File: src/mp64_bus_pkg.sv
`default_nettype none

package mp64_bus_pkg;

    // ============================================================
    // Core count and grant index
    // ============================================================

    // Number of cores that share each memory port
    localparam int NUM_CORES    = 4;

    // Grant index width, enough to name any core
    localparam int CORE_ID_BITS = 2;

    // ============================================================
    // Memory-path widths
    // ============================================================

    // On-chip memory takes a word address
    localparam int TILE_ADDR_W  = 20;

    // External memory takes a full byte address
    localparam int EXT_ADDR_W   = 64;

    // Width of one tile transfer, on both paths
    localparam int TILE_DATA_W  = 64;

    // ============================================================
    // Tile request payloads
    // ============================================================

    // On-chip request, 85 bits
    typedef struct packed {
        logic [TILE_ADDR_W-1:0] addr;
        logic                   wen;
        logic [TILE_DATA_W-1:0] wdata;
    } tile_int_req_t;

    // External request, 129 bits
    // Same fields as on-chip, wide address only
    typedef struct packed {
        logic [EXT_ADDR_W-1:0]  addr;
        logic                   wen;
        logic [TILE_DATA_W-1:0] wdata;
    } tile_ext_req_t;

endpackage

`default_nettype wire

File: src/mp64_mmio_pkg.sv
`default_nettype none

package mp64_mmio_pkg;

    // ============================================================
    // MMIO address and data
    // ============================================================

    // Offset width inside the MMIO window
    localparam int MMIO_ADDR_W  = 12;

    // MMIO read and write data width
    localparam int MMIO_DATA_W  = 64;

    // Region code sits in the top bits of the offset
    localparam int REGION_W     = 4;

    // Peripherals return one byte
    localparam int PERIPH_DATA_W = 8;

    // ============================================================
    // Region codes
    // ============================================================
    localparam logic [REGION_W-1:0] REGION_UART     = 4'h0;
    localparam logic [REGION_W-1:0] REGION_TIMER    = 4'h1;
    localparam logic [REGION_W-1:0] REGION_DISK     = 4'h2;
    localparam logic [REGION_W-1:0] REGION_SYSINFO  = 4'h3;
    localparam logic [REGION_W-1:0] REGION_NIC      = 4'h4;
    localparam logic [REGION_W-1:0] REGION_MBOX     = 4'h5;
    // Spinlocks live behind the mailbox select
    localparam logic [REGION_W-1:0] REGION_SPINLOCK = 4'h6;

    // ============================================================
    // System-information registers
    // ============================================================
    localparam int SYSINFO_OFS_W = 8;

    localparam logic [SYSINFO_OFS_W-1:0] SYSINFO_OFS_ID    = 8'h00;
    localparam logic [SYSINFO_OFS_W-1:0] SYSINFO_OFS_RAM   = 8'h08;
    localparam logic [SYSINFO_OFS_W-1:0] SYSINFO_OFS_CORES = 8'h10;

    // "MP64" in ASCII, then major 2, minor 1
    localparam logic [63:0] SYSINFO_ID     = 64'h4D50_3634_0002_0001;

    // 1 MiB of on-chip RAM
    localparam logic [63:0] RAM_SIZE_BYTES = 64'd1048576;

endpackage

`default_nettype wire

File: src/mp64_fabric.sv
`timescale 1ns/1ns
`default_nettype none

module mp64_fabric
    import mp64_bus_pkg::*;
    import mp64_mmio_pkg::*;
(
    input  wire logic                             sys_clk,
    input  wire logic                             sys_rst_n,

    // On-chip tile requesters, flat per core
    input  wire logic [NUM_CORES-1:0]             tile_req,
    input  wire logic [NUM_CORES*TILE_ADDR_W-1:0] tile_addr,
    input  wire logic [NUM_CORES-1:0]             tile_wen,
    input  wire logic [NUM_CORES*TILE_DATA_W-1:0] tile_wdata,
    output logic      [NUM_CORES-1:0]             tile_ack,
    output logic      [TILE_DATA_W-1:0]           tile_rdata,

    // On-chip memory port
    output logic                                  mem_req,
    output logic      [TILE_ADDR_W-1:0]           mem_addr,
    output logic                                  mem_wen,
    output logic      [TILE_DATA_W-1:0]           mem_wdata,
    input  wire logic [TILE_DATA_W-1:0]           mem_rdata,
    input  wire logic                             mem_ack,

    // External tile requesters, flat per core
    input  wire logic [NUM_CORES-1:0]             ext_req,
    input  wire logic [NUM_CORES*EXT_ADDR_W-1:0]  ext_addr,
    input  wire logic [NUM_CORES-1:0]             ext_wen,
    input  wire logic [NUM_CORES*TILE_DATA_W-1:0] ext_wdata,
    output logic      [NUM_CORES-1:0]             ext_ack,
    output logic      [TILE_DATA_W-1:0]           ext_rdata,

    // External memory tile port
    output logic                                  xmem_req,
    output logic      [EXT_ADDR_W-1:0]            xmem_addr,
    output logic                                  xmem_wen,
    output logic      [TILE_DATA_W-1:0]           xmem_wdata,
    input  wire logic [TILE_DATA_W-1:0]           xmem_rdata,
    input  wire logic                             xmem_ack,

    // MMIO
    input  wire logic                             mmio_req,
    input  wire logic [MMIO_ADDR_W-1:0]           mmio_addr,
    input  wire logic                             mmio_wen,
    input  wire logic [MMIO_DATA_W-1:0]           mmio_wdata,
    output logic      [MMIO_DATA_W-1:0]           mmio_rdata,
    output logic                                  mmio_ack,

    // Peripheral side
    output logic                                  uart_sel,
    output logic                                  timer_sel,
    output logic                                  disk_sel,
    output logic                                  nic_sel,
    output logic                                  mbox_sel,
    output logic                                  periph_wen,
    output logic      [MMIO_DATA_W-1:0]           periph_wdata,
    input  wire logic [PERIPH_DATA_W-1:0]         uart_rdata,
    input  wire logic [PERIPH_DATA_W-1:0]         timer_rdata,
    input  wire logic [PERIPH_DATA_W-1:0]         disk_rdata,
    input  wire logic [PERIPH_DATA_W-1:0]         nic_rdata,
    input  wire logic [PERIPH_DATA_W-1:0]         mbox_rdata
);

    // ============================================================
    // Payload packing
    // ============================================================
    tile_int_req_t tile_pl [NUM_CORES];
    tile_ext_req_t ext_pl  [NUM_CORES];
    tile_int_req_t mem_pl;
    tile_ext_req_t xmem_pl;

    // One payload per core from its slice of the flat buses
    for (genvar i = 0; i < NUM_CORES; i++) begin : g_pack
        assign tile_pl[i] = '{addr:  tile_addr[i*TILE_ADDR_W +: TILE_ADDR_W],
                              wen:   tile_wen[i],
                              wdata: tile_wdata[i*TILE_DATA_W +: TILE_DATA_W]};
        assign ext_pl[i]  = '{addr:  ext_addr[i*EXT_ADDR_W +: EXT_ADDR_W],
                              wen:   ext_wen[i],
                              wdata: ext_wdata[i*TILE_DATA_W +: TILE_DATA_W]};
    end

    // ============================================================
    // On-chip memory arbiter
    // ============================================================
    mp64_rr_arbiter #(
        .payload_t   (tile_int_req_t)
    ) u_tile_arb (
        .sys_clk     (sys_clk),
        .sys_rst_n   (sys_rst_n),
        .req_valid   (tile_req),
        .req_payload (tile_pl),
        .req_ack     (tile_ack),
        .req_rdata   (tile_rdata),
        .out_req     (mem_req),
        .out_payload (mem_pl),
        .out_rdata   (mem_rdata),
        .out_ack     (mem_ack)
    );

    assign mem_addr  = mem_pl.addr;
    assign mem_wen   = mem_pl.wen;
    assign mem_wdata = mem_pl.wdata;

    // ============================================================
    // External memory arbiter
    // ============================================================

    // Independent of the on-chip arbiter, own grant history
    mp64_rr_arbiter #(
        .payload_t   (tile_ext_req_t)
    ) u_ext_arb (
        .sys_clk     (sys_clk),
        .sys_rst_n   (sys_rst_n),
        .req_valid   (ext_req),
        .req_payload (ext_pl),
        .req_ack     (ext_ack),
        .req_rdata   (ext_rdata),
        .out_req     (xmem_req),
        .out_payload (xmem_pl),
        .out_rdata   (xmem_rdata),
        .out_ack     (xmem_ack)
    );

    assign xmem_addr  = xmem_pl.addr;
    assign xmem_wen   = xmem_pl.wen;
    assign xmem_wdata = xmem_pl.wdata;

    // ============================================================
    // MMIO decode
    // ============================================================
    mp64_mmio_decode u_mmio (
        .mmio_req    (mmio_req),
        .mmio_addr   (mmio_addr),
        .mmio_rdata  (mmio_rdata),
        .mmio_ack    (mmio_ack),
        .uart_sel    (uart_sel),
        .timer_sel   (timer_sel),
        .disk_sel    (disk_sel),
        .nic_sel     (nic_sel),
        .mbox_sel    (mbox_sel),
        .uart_rdata  (uart_rdata),
        .timer_rdata (timer_rdata),
        .disk_rdata  (disk_rdata),
        .nic_rdata   (nic_rdata),
        .mbox_rdata  (mbox_rdata)
    );

    // Write strobe and data go to every peripheral, the select picks the target
    assign periph_wen   = mmio_wen;
    assign periph_wdata = mmio_wdata;

endmodule

`default_nettype wire

File: src/mp64_mmio_decode.sv
`timescale 1ns/1ns
`default_nettype none

module mp64_mmio_decode
    import mp64_mmio_pkg::*;
    import mp64_bus_pkg::*;
(
    // MMIO request
    input  wire logic                     mmio_req,
    input  wire logic [MMIO_ADDR_W-1:0]   mmio_addr,
    output logic      [MMIO_DATA_W-1:0]   mmio_rdata,
    output logic                          mmio_ack,

    // Peripheral selects
    output logic                          uart_sel,
    output logic                          timer_sel,
    output logic                          disk_sel,
    output logic                          nic_sel,
    output logic                          mbox_sel,

    // Peripheral read bytes
    input  wire logic [PERIPH_DATA_W-1:0] uart_rdata,
    input  wire logic [PERIPH_DATA_W-1:0] timer_rdata,
    input  wire logic [PERIPH_DATA_W-1:0] disk_rdata,
    input  wire logic [PERIPH_DATA_W-1:0] nic_rdata,
    input  wire logic [PERIPH_DATA_W-1:0] mbox_rdata
);

    // ============================================================
    // Region decode
    // ============================================================
    logic [REGION_W-1:0]      region;
    logic [SYSINFO_OFS_W-1:0] sysinfo_ofs;
    logic                     sysinfo_sel;
    logic [MMIO_DATA_W-1:0]   sysinfo_rdata;

    assign region      = mmio_addr[MMIO_ADDR_W-1 -: REGION_W];
    assign sysinfo_ofs = mmio_addr[SYSINFO_OFS_W-1:0];

    // Selects only while a request is live
    assign uart_sel    = mmio_req && (region == REGION_UART);
    assign timer_sel   = mmio_req && (region == REGION_TIMER);
    assign disk_sel    = mmio_req && (region == REGION_DISK);
    assign sysinfo_sel = mmio_req && (region == REGION_SYSINFO);
    assign nic_sel     = mmio_req && (region == REGION_NIC);
    // Mailbox and spinlocks share one block
    assign mbox_sel    = mmio_req && ((region == REGION_MBOX) ||
                                      (region == REGION_SPINLOCK));

    // ============================================================
    // System-information registers
    // ============================================================
    always_comb begin
        case (sysinfo_ofs)
            SYSINFO_OFS_ID:    sysinfo_rdata = SYSINFO_ID;
            SYSINFO_OFS_RAM:   sysinfo_rdata = RAM_SIZE_BYTES;
            SYSINFO_OFS_CORES: sysinfo_rdata = MMIO_DATA_W'(NUM_CORES);
            // Reserved offsets read as zero
            default:           sysinfo_rdata = '0;
        endcase
    end

    // ============================================================
    // Read-data mux
    // ============================================================

    // Peripheral bytes are zero-extended
    always_comb begin
        mmio_rdata = '0;
        if (uart_sel) begin
            mmio_rdata = MMIO_DATA_W'(uart_rdata);
        end else if (timer_sel) begin
            mmio_rdata = MMIO_DATA_W'(timer_rdata);
        end else if (disk_sel) begin
            mmio_rdata = MMIO_DATA_W'(disk_rdata);
        end else if (nic_sel) begin
            mmio_rdata = MMIO_DATA_W'(nic_rdata);
        end else if (mbox_sel) begin
            mmio_rdata = MMIO_DATA_W'(mbox_rdata);
        end else if (sysinfo_sel) begin
            mmio_rdata = sysinfo_rdata;
        end
        // Unmapped regions fall through to zero
    end

    // Every region answers in the request cycle
    assign mmio_ack = mmio_req;

    // At most one target per access, sysinfo included
    // A live request must carry a known address
    always_comb begin
        a_sel_onehot: assert final ($onehot0({uart_sel, timer_sel, disk_sel,
                                              sysinfo_sel, nic_sel, mbox_sel}) &&
                                    (!mmio_req || !$isunknown(mmio_addr)))
            else $error("mmio decode: overlapping selects or unknown address");
    end

endmodule

`default_nettype wire

File: src/mp64_rr_arbiter.sv
`timescale 1ns/1ns
`default_nettype none

module mp64_rr_arbiter
    import mp64_bus_pkg::*;
#(
    parameter type payload_t = logic
) (
    input  wire logic                   sys_clk,
    input  wire logic                   sys_rst_n,

    // Requester side
    input  wire logic [NUM_CORES-1:0]   req_valid,
    input  wire payload_t               req_payload [NUM_CORES],
    output logic      [NUM_CORES-1:0]   req_ack,
    output logic      [TILE_DATA_W-1:0] req_rdata,

    // Responder side
    output logic                        out_req,
    output payload_t                    out_payload,
    input  wire logic [TILE_DATA_W-1:0] out_rdata,
    input  wire logic                   out_ack
);

    // ============================================================
    // Arbiter state
    // ============================================================
    logic [CORE_ID_BITS-1:0] grant;
    logic [CORE_ID_BITS-1:0] last_grant;
    logic                    busy;

    // Search result
    logic [CORE_ID_BITS-1:0] next_grant;
    logic                    any_req;

    // Rotating priority
    // Start one past the last winner, the last winner is checked last
    always_comb begin : rr_search
        logic [CORE_ID_BITS-1:0] cand;
        next_grant = last_grant;
        any_req    = 1'b0;
        cand       = last_grant;
        for (int off = 1; off <= NUM_CORES; off++) begin
            // Index wraps at the grant width
            cand = last_grant + CORE_ID_BITS'(off);
            if (!any_req && req_valid[cand]) begin
                next_grant = cand;
                any_req    = 1'b1;
            end
        end
    end

    // Idle -> busy on any request, busy -> idle on the responder's ack
    // Only one transfer in flight, so grants are always spaced by an idle cycle
    always_ff @(posedge sys_clk or negedge sys_rst_n) begin
        if (!sys_rst_n) begin
            grant      <= '0;
            last_grant <= '0;
            busy       <= 1'b0;
        end else if (busy) begin
            if (out_ack) begin
                busy       <= 1'b0;
                last_grant <= grant;
            end
        end else if (any_req) begin
            grant <= next_grant;
            busy  <= 1'b1;
        end
    end

    // ============================================================
    // Forward path
    // ============================================================

    // Request goes out only once the grant is latched
    assign out_req     = busy;
    assign out_payload = req_payload[grant];

    // ============================================================
    // Return path
    // ============================================================

    // Ack steered to the winner in the same cycle
    always_comb begin
        req_ack = '0;
        if (busy && out_ack) begin
            req_ack[grant] = 1'b1;
        end
    end

    // read data is broadcast, requesters qualify it with their ack
    assign req_rdata = out_rdata;

    // ============================================================
    // Checks
    // ============================================================

    // Every responder ack lands on exactly one requester
    a_ack_onehot: assert property (@(posedge sys_clk) disable iff (!sys_rst_n)
        out_ack |-> $onehot(req_ack))
        else $error("arbiter: responder ack not routed to exactly one requester");

    // Winner keeps requesting until it has been acked
    a_grant_held: assert property (@(posedge sys_clk) disable iff (!sys_rst_n)
        busy |-> req_valid[grant])
        else $error("arbiter: granted requester dropped its request");

    // Back-pressure holds the forwarded payload
    a_payload_stable: assert property (@(posedge sys_clk) disable iff (!sys_rst_n)
        (out_req && !out_ack) |=> $stable(out_payload))
        else $error("arbiter: payload changed while waiting for ack");

endmodule

`default_nettype wire

File: config.mk
export PLATFORM = sky130hd
export DESIGN_NAME = mp64_fabric
export DESIGN_NICKNAME = d
export VERILOG_FILES = /design/src/mp64_bus_pkg.sv /design/src/mp64_mmio_pkg.sv /design/src/mp64_fabric.sv /design/src/mp64_mmio_decode.sv /design/src/mp64_rr_arbiter.sv
export SDC_FILE = /design/constraint.sdc
export NUM_CORES = 1
export LEC_CHECK = 0
export ABC_AREA = 1
export BUFFER_PORTS_ARGS = -buffer_cell sky130_fd_sc_hd__buf_2
export CELL_PAD_IN_SITES_DETAIL_PLACEMENT = 0
export CELL_PAD_IN_SITES_GLOBAL_PLACEMENT = 1
export CORE_AREA = 2 2 624 626
export CTS_CLUSTER_SIZE = 24
export DETAILED_ROUTE_END_ITERATION = 16
export DIE_AREA = 0 0 626 628
export GPL_ROUTABILITY_DRIVEN = 1
export PLACE_DENSITY = 0.3
export SETUP_SLACK_MARGIN = 0.1
export SLEW_MARGIN = 20
export SYNTH_ARGS = -nofsm -noshare
export SYNTH_HDL_FRONTEND = slang
export SYNTH_SLANG_ARGS = --single-unit
File: constraint.sdc
create_clock -name sys_clk -period 1.5 [get_ports sys_clk]
set_input_delay 0 -clock sys_clk [delete_from_list [all_inputs] [get_ports sys_clk]]
set_output_delay 0 -clock sys_clk [all_outputs]
set_load 0.01 [all_outputs]
==> run_results.csv, run 1 <==
group,metric,value,unit
logic_synthesis,synth-seq-area-share,0.0290,
critical_path,path_buf_inv,6,
run_status,status,"complete, but fails checks",
grt,grt_usage,0.118,
floorplan,die_w,626,um
detailed_routing,drt_first_pass_iters,5,
clocking,cts_tree,"built",
sta,slew_headroom,0.656,
critical_path,cpMaxStageDelayCell,"dfrtp_4",
grt,grt_antenna_before_repair,153,
critical_path,critPathLaunchType,"register",
detailed_routing,drt-initial-drc-count,1193,
pwr,ir_drop,0.761,mV
logic_synthesis,ys_seq_elements,10,
logic_synthesis,yosysUniqueCellTypes,22,
pwr,leakage,11.8,nW
sta,rsz0062_at_grt,"true",
clocking,cts_root_buffer,"clkbuf_16",
detailed_routing,viasPerCell,2.29,
sta,timing.hold.ws,0.00000338,ns
critical_path,timing.critical_path.cells,"inv_6 -> nor2_4 -> clkbuf_16 -> buf_4 -> buf_8 -> buf_16 -> a22oi_2 -> nand3_4 -> buf_12",
sta,clock_skew,0.00163,ns
layout,fin_area,29400,um2
floorplan,dieArea,393000,um2
sta,fmax,0.474,GHz
layout,finish.utilization,0.0758,
flow_run,cap_violations,0,
pwr,pwr_density_cell,2240,nW/um2
detailed_routing,ant_nets,0,
layout,drive_above_1_share,0.778,
floorplan,placementRows,229,
logic_synthesis,avgSynthCellArea,5.78,um2
floorplan,core_area,387000,um2
layout,area_growth_syn_to_layout,240,%
sta,postLayoutSetupSlackWorst,-0.611,ns
placement,io_buffers,1173,
grt,grt_pass1_vias,17828,
clocking,path_clk_slew,0.05,ns
critical_path,crit_arrival,2.11,ns
critical_path,path_class,"register to output port",
critical_path,cp.required,1.50,ns
critical_path,critPathMaxStageDelay,0.52,ns
grt,grt_pass1_wl,282000,um
detailed_routing,avgRoutedWirePerCell,31.2,um
clocking,cts_max_path_buffers,2,
placement,gp_congestion,0.893,
sta,setup_violations,221,
sta,period_needed,2.11,ns
clocking,clk_latency,0.27,ns
floorplan,io_pins,1601,
critical_path,crit_family,"buffers and inverters",
placement,dp_hpwl,218000,um
sta,drv_slew,0,
logic_synthesis,netlist_area,8630,um2
detailed_routing,drcViolationCount,0,
detailed_routing,vias,18055,
critical_path,end_kind,"output port",
run_status,violations,"setup timing",
grt,grt_overflow_total,0,
critical_path,cp_max_fo,7,
sta,hold_viol,0,
placement,placed_area,22000,um2
grt,grt_max_degree,59,
floorplan,dieHeight,628,um
clocking,clock_sinks,10,
sta,period_share,1.41,
clocking,cts_buffers,3,
detailed_routing,wirelength,247000,um
sta,worstMarginPinSlew,0.516,ns
clocking,htreeDepth,1,
floorplan,start_util,0.0223,
logic_synthesis,yosysWarnings,0,
logic_synthesis,syn_inst,1493,
worst_hold_path,hold_path_class,"input pin to output port",
layout,nets,3789,
flip-flops by register name, indices dropped and copies added, names as in the netlist:
name	count
u_ext_arb.last_grant	2
u_tile_arb.grant	2
u_tile_arb.out_req	1
u_tile_arb.last_grant	2
u_ext_arb.out_req	1
u_ext_arb.grant	2
per-stage QoR:
stage                     TNS (ns)  cells  total power [mW]  setup WS [ns]
after floorplan                  0   1533              13.9          0.256
after global placement      -58.49   7720              48.2         -0.781
after detailed placement    -57.32   7720              47.9         -0.751
after CTS                  -112.86   7825              63.5         -0.661
after global routing       -116.40   7878              70.2         -0.668
final                      -100.81   7893              65.7         -0.611
cell type report:
| type | count | area, um2 |
|---|---|---|
| well taps | 5197 | 6500 |
| flip-flops and latches | 10 | 269 |
| repair buffers | 1528 | 13300 |
| fillers | 45625 | 358000 |
| inverters | 35 | 156 |
| clock buffers | 3 | 75.1 |
| diodes | 23 | 57.6 |
| multi-input cells | 1097 | 8970 |
kinds of logic (layout without fill, tap and decap cells):
| kind of cell | Yosys count | in the layout | share of synthesized area |
|---|---|---|---|
| AND/OR/NAND/NOR | 822 | 822 | 0.459 |
| buffers and inverters | 426 | 1566 | 0.312 |
| AO/OA/AOI/OAI | 234 | 234 | 0.199 |
| flip-flops | 10 | 10 | 0.0290 |
| other | 1 | 64 | 0.000435 |
metal layers:
metal | vias up | global-route usage | wire, um
li1 | 7602 | - | -
met1 | 8604 | 0.117 | 81800
met2 | 1353 | 0.190 | 110000
met3 | 376 | 0.102 | 48300
met4 | 120 | 0.0170 | 5270
met5 | - | 0.00464 | 1170
path summary, 6_finish.rpt:
check,cells past startpoint,end,from,slack (ns)
max,9,xmem_addr[12],u_ext_arb.grant[0]$_DFFE_PN0P_,-0.61
min,0,periph_wdata[25],mmio_wdata[25],0.000003
max reg2reg,10,u_ext_arb.grant[1]$_DFFE_PN0P_,u_ext_arb.last_grant[0]$_DFFE_PN0P_,-0.02
min reg2reg,2,u_tile_arb.last_grant[1]$_DFFE_PN0P_,u_tile_arb.last_grant[1]$_DFFE_PN0P_,0.59
max in group asynchronous,2,u_ext_arb.grant[0]$_DFFE_PN0P_,sys_rst_n,0.90
min in group asynchronous,2,u_tile_arb.last_grant[1]$_DFFE_PN0P_,sys_rst_n,0.23
cell usage after synthesis:
cell | number | share of area
o221ai_1 | 2 | 0.0020
dfrtp_1 | 10 | 0.029
a22oi_1 | 214 | 0.19
nand2_2 | 4 | 0.0029
o211a_1 | 1 | 0.0012
o21ai_0 | 7 | 0.0041
nand4_1 | 3 | 0.0022
inv_2 | 5 | 0.0022
buf_6 | 1 | 0.0013
a21oi_1 | 10 | 0.0058
nand2_1 | 115 | 0.050
nor3_1 | 8 | 0.0046
nand3_1 | 664 | 0.39
buf_1 | 10 | 0.0044
clkbuf_1 | 49 | 0.021
buf_2 | 62 | 0.036
buf_4 | 269 | 0.23
inv_1 | 30 | 0.013
nor2_1 | 22 | 0.0096
and2_1 | 1 | 0.00073
conb_1 | 1 | 0.00043
nor2_2 | 5 | 0.0036
cells in the final DEF (no fill, tap or decap), types with 4 or more instances in the layout:
cell / count
nand3_1: 397
nand2_2: 24
inv_2: 5
bufbuf_16: 6
buf_4: 114
conb_1: 41
nand2_1: 87
a22oi_1: 6
clkbuf_16: 14
buf_6: 199
nor2_4: 7
nand2_4: 8
inv_1: 23
buf_2: 965
a21oi_1: 5
buf_12: 143
nand3_4: 69
diode_2: 23
nand3_2: 198
buf_8: 28
buf_16: 59
nor2_2: 5
a22oi_2: 208
dfrtp_4: 4
nor2_1: 15
o21ai_0: 5
repair_timing:
action | CTS | global route
hold endpoints to repair | 11 | 0
pin swaps | 135 | 181
hold buffers | 2 | 0
gates cloned | 44 | 11
endpoints found under the setup margin | 232 | 235
buffers inserted | 56 | 58
resized for setup | 735 | 356
report_power, final:
| group | internal (mW) | switching, mW | total, mW |
|---|---|---|---|
| sequential | 0.444 | 0.234 | 0.677 |
| combinational | 28.1 | 36.4 | 64.5 |
| clock | 0.353 | 0.230 | 0.583 |
| total | 28.9 | 36.9 | 65.7 |
No activity file was read; power rests on OpenSTA's default activity.
==> inputs of run 2 (changes only) <==
Settings changed: ABC_AREA 1 to unset, CORE_AREA 2 2 624 626 to 2 2 617 619, DIE_AREA 0 0 626 628 to 0 0 619 621.
==> run_results.csv, run 2 <==
group,metric,value,unit
logic_synthesis,synth_top_area_share,0.601,
logic_synthesis,dominantRegCellSynth,"dfrtp_1",
worst_hold_path,holdPathStages,0,
clocking,path_clk_slew,0.04,ns
layout,final_common_cell,"buf_2",
sta,period_needed,2.01,ns
sta,rsz0062_at_grt,"true",
critical_path,reg2reg_slack,-0.14,ns
critical_path,path_class,"register to output port",
critical_path,cp.required,1.50,ns
sta,postLayoutSetupSlackWorst,-0.512,ns
sta,tns,-86.49,ns
run_status,status,"complete, but fails checks",
clocking,clk_latency,0.24,ns
worst_hold_path,hold_path_class,"input pin to output port",
detailed_routing,vias,12850,
sta,hold_viol,0,
pwr,ir_drop,0.634,mV
detailed_routing,avgRoutedWirePerCell,35.6,um
grt,grt_antenna_before_repair,222,
sta,setup_violations,223,
detailed_routing,drcViolationCount,0,
logic_synthesis,netlist_area,8020,um2
clocking,cts_root_buffer,"clkbuf_16",
floorplan,core_area,378000,um2
logic_synthesis,synth_top_area_cell,"mux4_2",
critical_path,crit_top_cell,"buf_12",
grt,grt_pass1_vias,12715,
grt,grt_pass1_wl,268000,um
pwr,pwr_density_cell,1340,nW/um2
grt,grt_overflow_total,0,
floorplan,placementRows,226,
flow_run,cap_violations,0,
floorplan,die_w,619,um
floorplan,start_util,0.0212,
detailed_routing,viasPerCell,1.90,
logic_synthesis,async_reset_ff_frac,1.00,
logic_synthesis,yosysUniqueCellTypes,42,
critical_path,r2r_cells,7,
detailed_routing,drt-initial-drc-count,991,
floorplan,dieHeight,621,um
layout,final_cell_mix,"buf_2, mux4_2, buf_6",
detailed_routing,drt_first_pass_iters,5,
clocking,clock_sinks,10,
logic_synthesis,synth-seq-area-share,0.0312,
sta,period_share,1.34,
logic_synthesis,ys_top_cells_by_area,"mux4_2, buf_4, dfrtp_1, buf_2, mux2i_1",
grt,grt_usage,0.119,
logic_synthesis,syn_inst,652,
pwr,power,29.4,mW
layout,area_growth_syn_to_layout,174,%
clocking,cts_max_path_buffers,2,
layout,drive_above_1_share,0.926,
critical_path,cp_max_fo,7,
layout,finalNonFillerCells,6756,
placement,io_buffers,1173,
layout,fill_cells,44742,
logic_synthesis,synth_edf_count,0,
floorplan,io_pins,1601,
sta,timing.hold.ws,0.00000393,ns
clocking,cts_tree,"built",
logic_synthesis,ys_seq_elements,10,
placement,dp_hpwl,229000,um
logic_synthesis,avgSynthCellArea,12.3,um2
logic_synthesis,yosysWarnings,0,
detailed_routing,ant_nets,0,
clocking,cts_buffers,3,
placement,gp_congestion,0.968,
critical_path,cpMaxStageDelayCell,"dfrtp_4",
sta,drv_slew,0,
placement,post-place-cells,6651,
critical_path,timing.critical_path.cells,"buf_12 -> buf_12 -> buf_16 -> buf_12 -> mux4_2 -> buf_6",
critical_path,end_kind,"output port",
floorplan,dieArea,384000,um2
run_status,violations,"setup timing",
detailed_routing,wirelength,240000,um
critical_path,crit_arrival,2.01,ns
clocking,htreeDepth,1,
critical_path,critPathMaxStageDelay,0.50,ns
logic_synthesis,synth_most_common_cell,"buf_4",
pwr,leakage,8.26,nW
critical_path,critPathLaunchType,"register",
logic_synthesis,synth_commonest_cells,"buf_4, mux4_2, buf_2",
sta,clock_skew,0.000321,ns
grt,grt_max_degree,24,
layout,nets,2816,
sta,fmax,0.497,GHz
==> run 2: cell count changes in the layout (fill, tap and decap cells not counted), moves of 45 or more <==
cell / change
nand3_1: -395
mux4_2: +214
a22oi_2: -208
nand3_2: -197
nand2_1: -76
buf_12: -75
buf_4: -71
nand3_4: -67
buf_16: -45
==> run 2: cells by family (layout without fill, tap and decap cells) <==
kind of cell           count (synthesis)  count (layout)  synth area share
XOR/XNOR                               1               1           0.00109
flip-flops                            10              10            0.0312
other                                  1              81          0.000467
buffers and inverters                317            1325             0.276
AO/OA/AOI/OAI                         41              41            0.0429
AND/OR/NAND/NOR                       56              56            0.0326
multiplexers                         226             226             0.616
==> run 2: metal layers <==
layer / vias to the layer above / GRT usage / routed length [um]
met5: - / 0 / 525
met4: 78 / 0.0180 / 6210
met3: 474 / 0.0611 / 28600
met2: 1447 / 0.234 / 131000
met1: 6330 / 0.109 / 73900
li1: 4521 / - / -
==> run 2: cell type report <==
cell class | instances | area, um2 | share of cell area
diodes | 40 | 100 | 0.00455
clock buffers | 3 | 75.1 | 0.00341
inverters | 10 | 41.3 | 0.00188
multi-input cells | 365 | 5900 | 0.268
flip-flops and latches | 10 | 265 | 0.0121
well taps | 5016 | 6280 | 0.285
repair buffers | 1312 | 9340 | 0.425
==> run 2: worst paths after layout <==
check / startpoint / end
max reg2reg: u_tile_arb.grant[0]$_DFFE_PN0P_ / u_tile_arb.grant[0]$_DFFE_PN0P_
min in group asynchronous: sys_rst_n / u_tile_arb.grant[0]$_DFFE_PN0P_
max in group asynchronous: sys_rst_n / u_ext_arb.grant[1]$_DFFE_PN0P_
max: u_ext_arb.grant[0]$_DFFE_PN0P_ / xmem_addr[47]
min reg2reg: u_ext_arb.last_grant[0]$_DFFE_PN0P_ / u_ext_arb.last_grant[0]$_DFFE_PN0P_
min: mmio_wdata[33] / periph_wdata[33]
==> run 2: power breakdown <==
part           switching, mW  internal, mW
Clock                  0.132         0.346
Sequential             0.160         0.376
Combinational           14.7          13.7
==> run 2: repair_timing <==
action	CTS	global route
resized for setup	297	93
pin swaps	5	5
endpoints found under the setup margin	231	232
endpoints found under the hold margin	10	0
buffers inserted	38	17
cloned	10	4
hold buffers	1	0
==> run 2: through the flow <==
step / utilization / area, um2 / setup slack, ns
after global placement: 0.0518 / 19600 / -0.460
after detailed placement: 0.0518 / 19600 / -0.478
after CTS: 0.0568 / 21400 / -0.573
after floorplan: - / 8200 / 0.000400
after global routing: 0.0581 / 21900 / -0.578
final: 0.0582 / 22000 / -0.512
==> run 2: worst max-delay path, delay by kind of cell (launching register included) <==
kind	cells	cell delay, ns
buffers and inverters	5	0.75
flip-flops	1	0.50
multiplexers	1	0.50
==> inputs of run 3 (changes only) <==
Settings changed: CORE_AREA 2 2 617 619 to 2 2 620 622, DIE_AREA 0 0 619 621 to 0 0 622 624.
Clock period 1.5 ns to 1.73 ns, I/O delays scaled along.
==> run_results.csv, run 3 (same netlist as run 2, synthesis figures left out) <==
group,metric,value,unit
detailed_routing,vias,12338,
sta,postLayoutSetupSlackWorst,-0.244,ns
clocking,clk_latency,0.25,ns
critical_path,crit_family,"multiplexers",
sta,setup_violations,213,
sta,drv_slew,0,
grt,grt_antenna_before_repair,228,
critical_path,critPathMaxStageDelay,0.63,ns
pwr,pwr_density_cell,1150,nW/um2
clocking,clock_sinks,10,
critical_path,critPathLaunchType,"register",
critical_path,cpMaxStageDelayCell,"mux4_2",
placement,gp_congestion,0.906,
sta,fmax,0.507,GHz
critical_path,path_class,"register to output port",
sta,period_needed,1.97,ns
detailed_routing,drt_first_pass_iters,4,
critical_path,end_kind,"output port",
run_status,violations,"setup timing",
floorplan,die_w,622,um
critical_path,cp.required,1.73,ns
grt,grt_overflow_total,0,
sta,hold_viol,0,
detailed_routing,drt-initial-drc-count,701,
detailed_routing,ant_nets,0,
layout,nets,2790,
clocking,path_clk_slew,0.05,ns
detailed_routing,drcViolationCount,0,
flow_run,cap_violations,0,
floorplan,start_util,0.0211,
sta,timing.hold.ws,0.00000392,ns
floorplan,dieArea,388000,um2
clocking,htreeDepth,1,
sta,worstMarginPinSlew,0.479,ns
worst_hold_path,min_from,"mmio_wdata[55]",
sta,period_share,1.14,
grt,grt_max_degree,26,
grt,grt_pass1_wl,263000,um
clocking,cts_buffers,3,
layout,final_cell_mix,"buf_2, mux4_2, buf_6",
critical_path,timing.rr.start,"u_ext_arb.grant[0]$_DFFE_PN0P_",
sta,clock_skew,0.000219,ns
clocking,cts_tree,"built",
layout,final_common_cell,"buf_2",
grt,grt_pass1_vias,12336,
critical_path,crit_top_cell,"buf_12",
placement,dp_hpwl,227000,um
clocking,cts_max_path_buffers,2,
critical_path,crit_arrival,1.97,ns
detailed_routing,viasPerCell,1.82,
pwr,ir_drop,0.600,mV
floorplan,placementRows,227,
critical_path,cp_max_fo,11,
placement,post-place-cells,6666,
clocking,cts_root_buffer,"clkbuf_16",
run_status,status,"complete, but fails checks",
floorplan,io_pins,1601,
layout,drive_above_1_share,0.915,
worst_hold_path,hold_path_class,"input pin to output port",
layout,fill_cells,45167,
sta,slew_headroom,0.671,
floorplan,core_area,381000,um2
placement,post-place-ws,-0.355,ns
critical_path,crit_start,"u_tile_arb.grant[0]$_DFFE_PN0P_",
pwr,leakage,7.89,nW
critical_path,path_buf_inv,3,
pwr,power,24.1,mW
sta,rsz0062_at_grt,"true",
layout,area_growth_syn_to_layout,163,%
critical_path,timing.critical_path.cells,"buf_12 -> buf_12 -> mux4_2 -> buf_6",
detailed_routing,wirelength,236000,um
grt,grt_usage,0.116,
floorplan,dieHeight,624,um
detailed_routing,avgRoutedWirePerCell,35.0,um
placement,io_buffers,1173,
layout,finalNonFillerCells,6762,
run 3: cell count changes in the layout (fill, tap and decap cells not counted), moves of 4 or more:
cell     delta
buf_4      +41
buf_12     -31
buf_6      -30
buf_8      -17
buf_2      +11
diode_2    +10
buf_16      -5
nor2_4      -5
nor2_1      +4
run 3: report_power, final:
group	internal (mW)	total (mW)	switching [mW]
Clock	0.304	0.462	0.158
Sequential	0.326	0.478	0.151
Combinational	10.4	23.2	12.8
run 3: cell type report:
| type | count | area [um2] | area share |
|---|---|---|---|
| Sequential cell | 10 | 265 | 0.0126 |
| Inverter | 10 | 37.5 | 0.00178 |
| Tap cell | 5038 | 6300 | 0.299 |
| Timing Repair Buffer | 1286 | 8490 | 0.403 |
| Clock buffer | 3 | 75.1 | 0.00356 |
| Multi-Input combinational cell | 365 | 5770 | 0.274 |
| Antenna cell | 50 | 125 | 0.00594 |
run 3: what timing repair did:
item | CTS | global route
pin swaps | 0 | 1
cloned | 5 | 6
hold buffers | 1 | 0
endpoints found under the setup margin | 224 | 217
gates resized for setup | 207 | 110
endpoints found under the hold margin | 10 | 0
buffers inserted | 15 | 16
run 3: per-stage QoR:
step | utilization | instance area (um2) | setup TNS [ns]
final | 0.0553 | 21100 | -28.84
after CTS | 0.0531 | 20200 | -40.10
after detailed placement | 0.0501 | 19100 | -1.78
after floorplan | - | 8190 | 0
after global routing | 0.0550 | 21000 | -43.72
after global placement | 0.0501 | 19100 | -1.72
run 3: final timing paths:
check                           slack, ns  depth (start not counted)                                  end
worst min register to register       0.56                          2  u_ext_arb.last_grant[0]$_DFFE_PN0P_
worst max register to register       0.42                          4       u_ext_arb.grant[0]$_DFFE_PN0P_
max in group asynchronous            1.06                          2       u_ext_arb.grant[1]$_DFFE_PN0P_
worst max-delay path                -0.24                          4                        mem_wdata[40]
worst min-delay path             0.000004                          0                     periph_wdata[55]
min in group asynchronous            0.29                          2      u_tile_arb.grant[0]$_DFFE_PN0P_
run 3: routing by layer:
layer  routed length (um)  GRT usage  vias up
met2               121000      0.215     1314
met5                  750    0.00630        -
met3                29100     0.0601      440
met1                79400      0.117     6040
met4                 6050     0.0159       60
li1                     -          -     4484
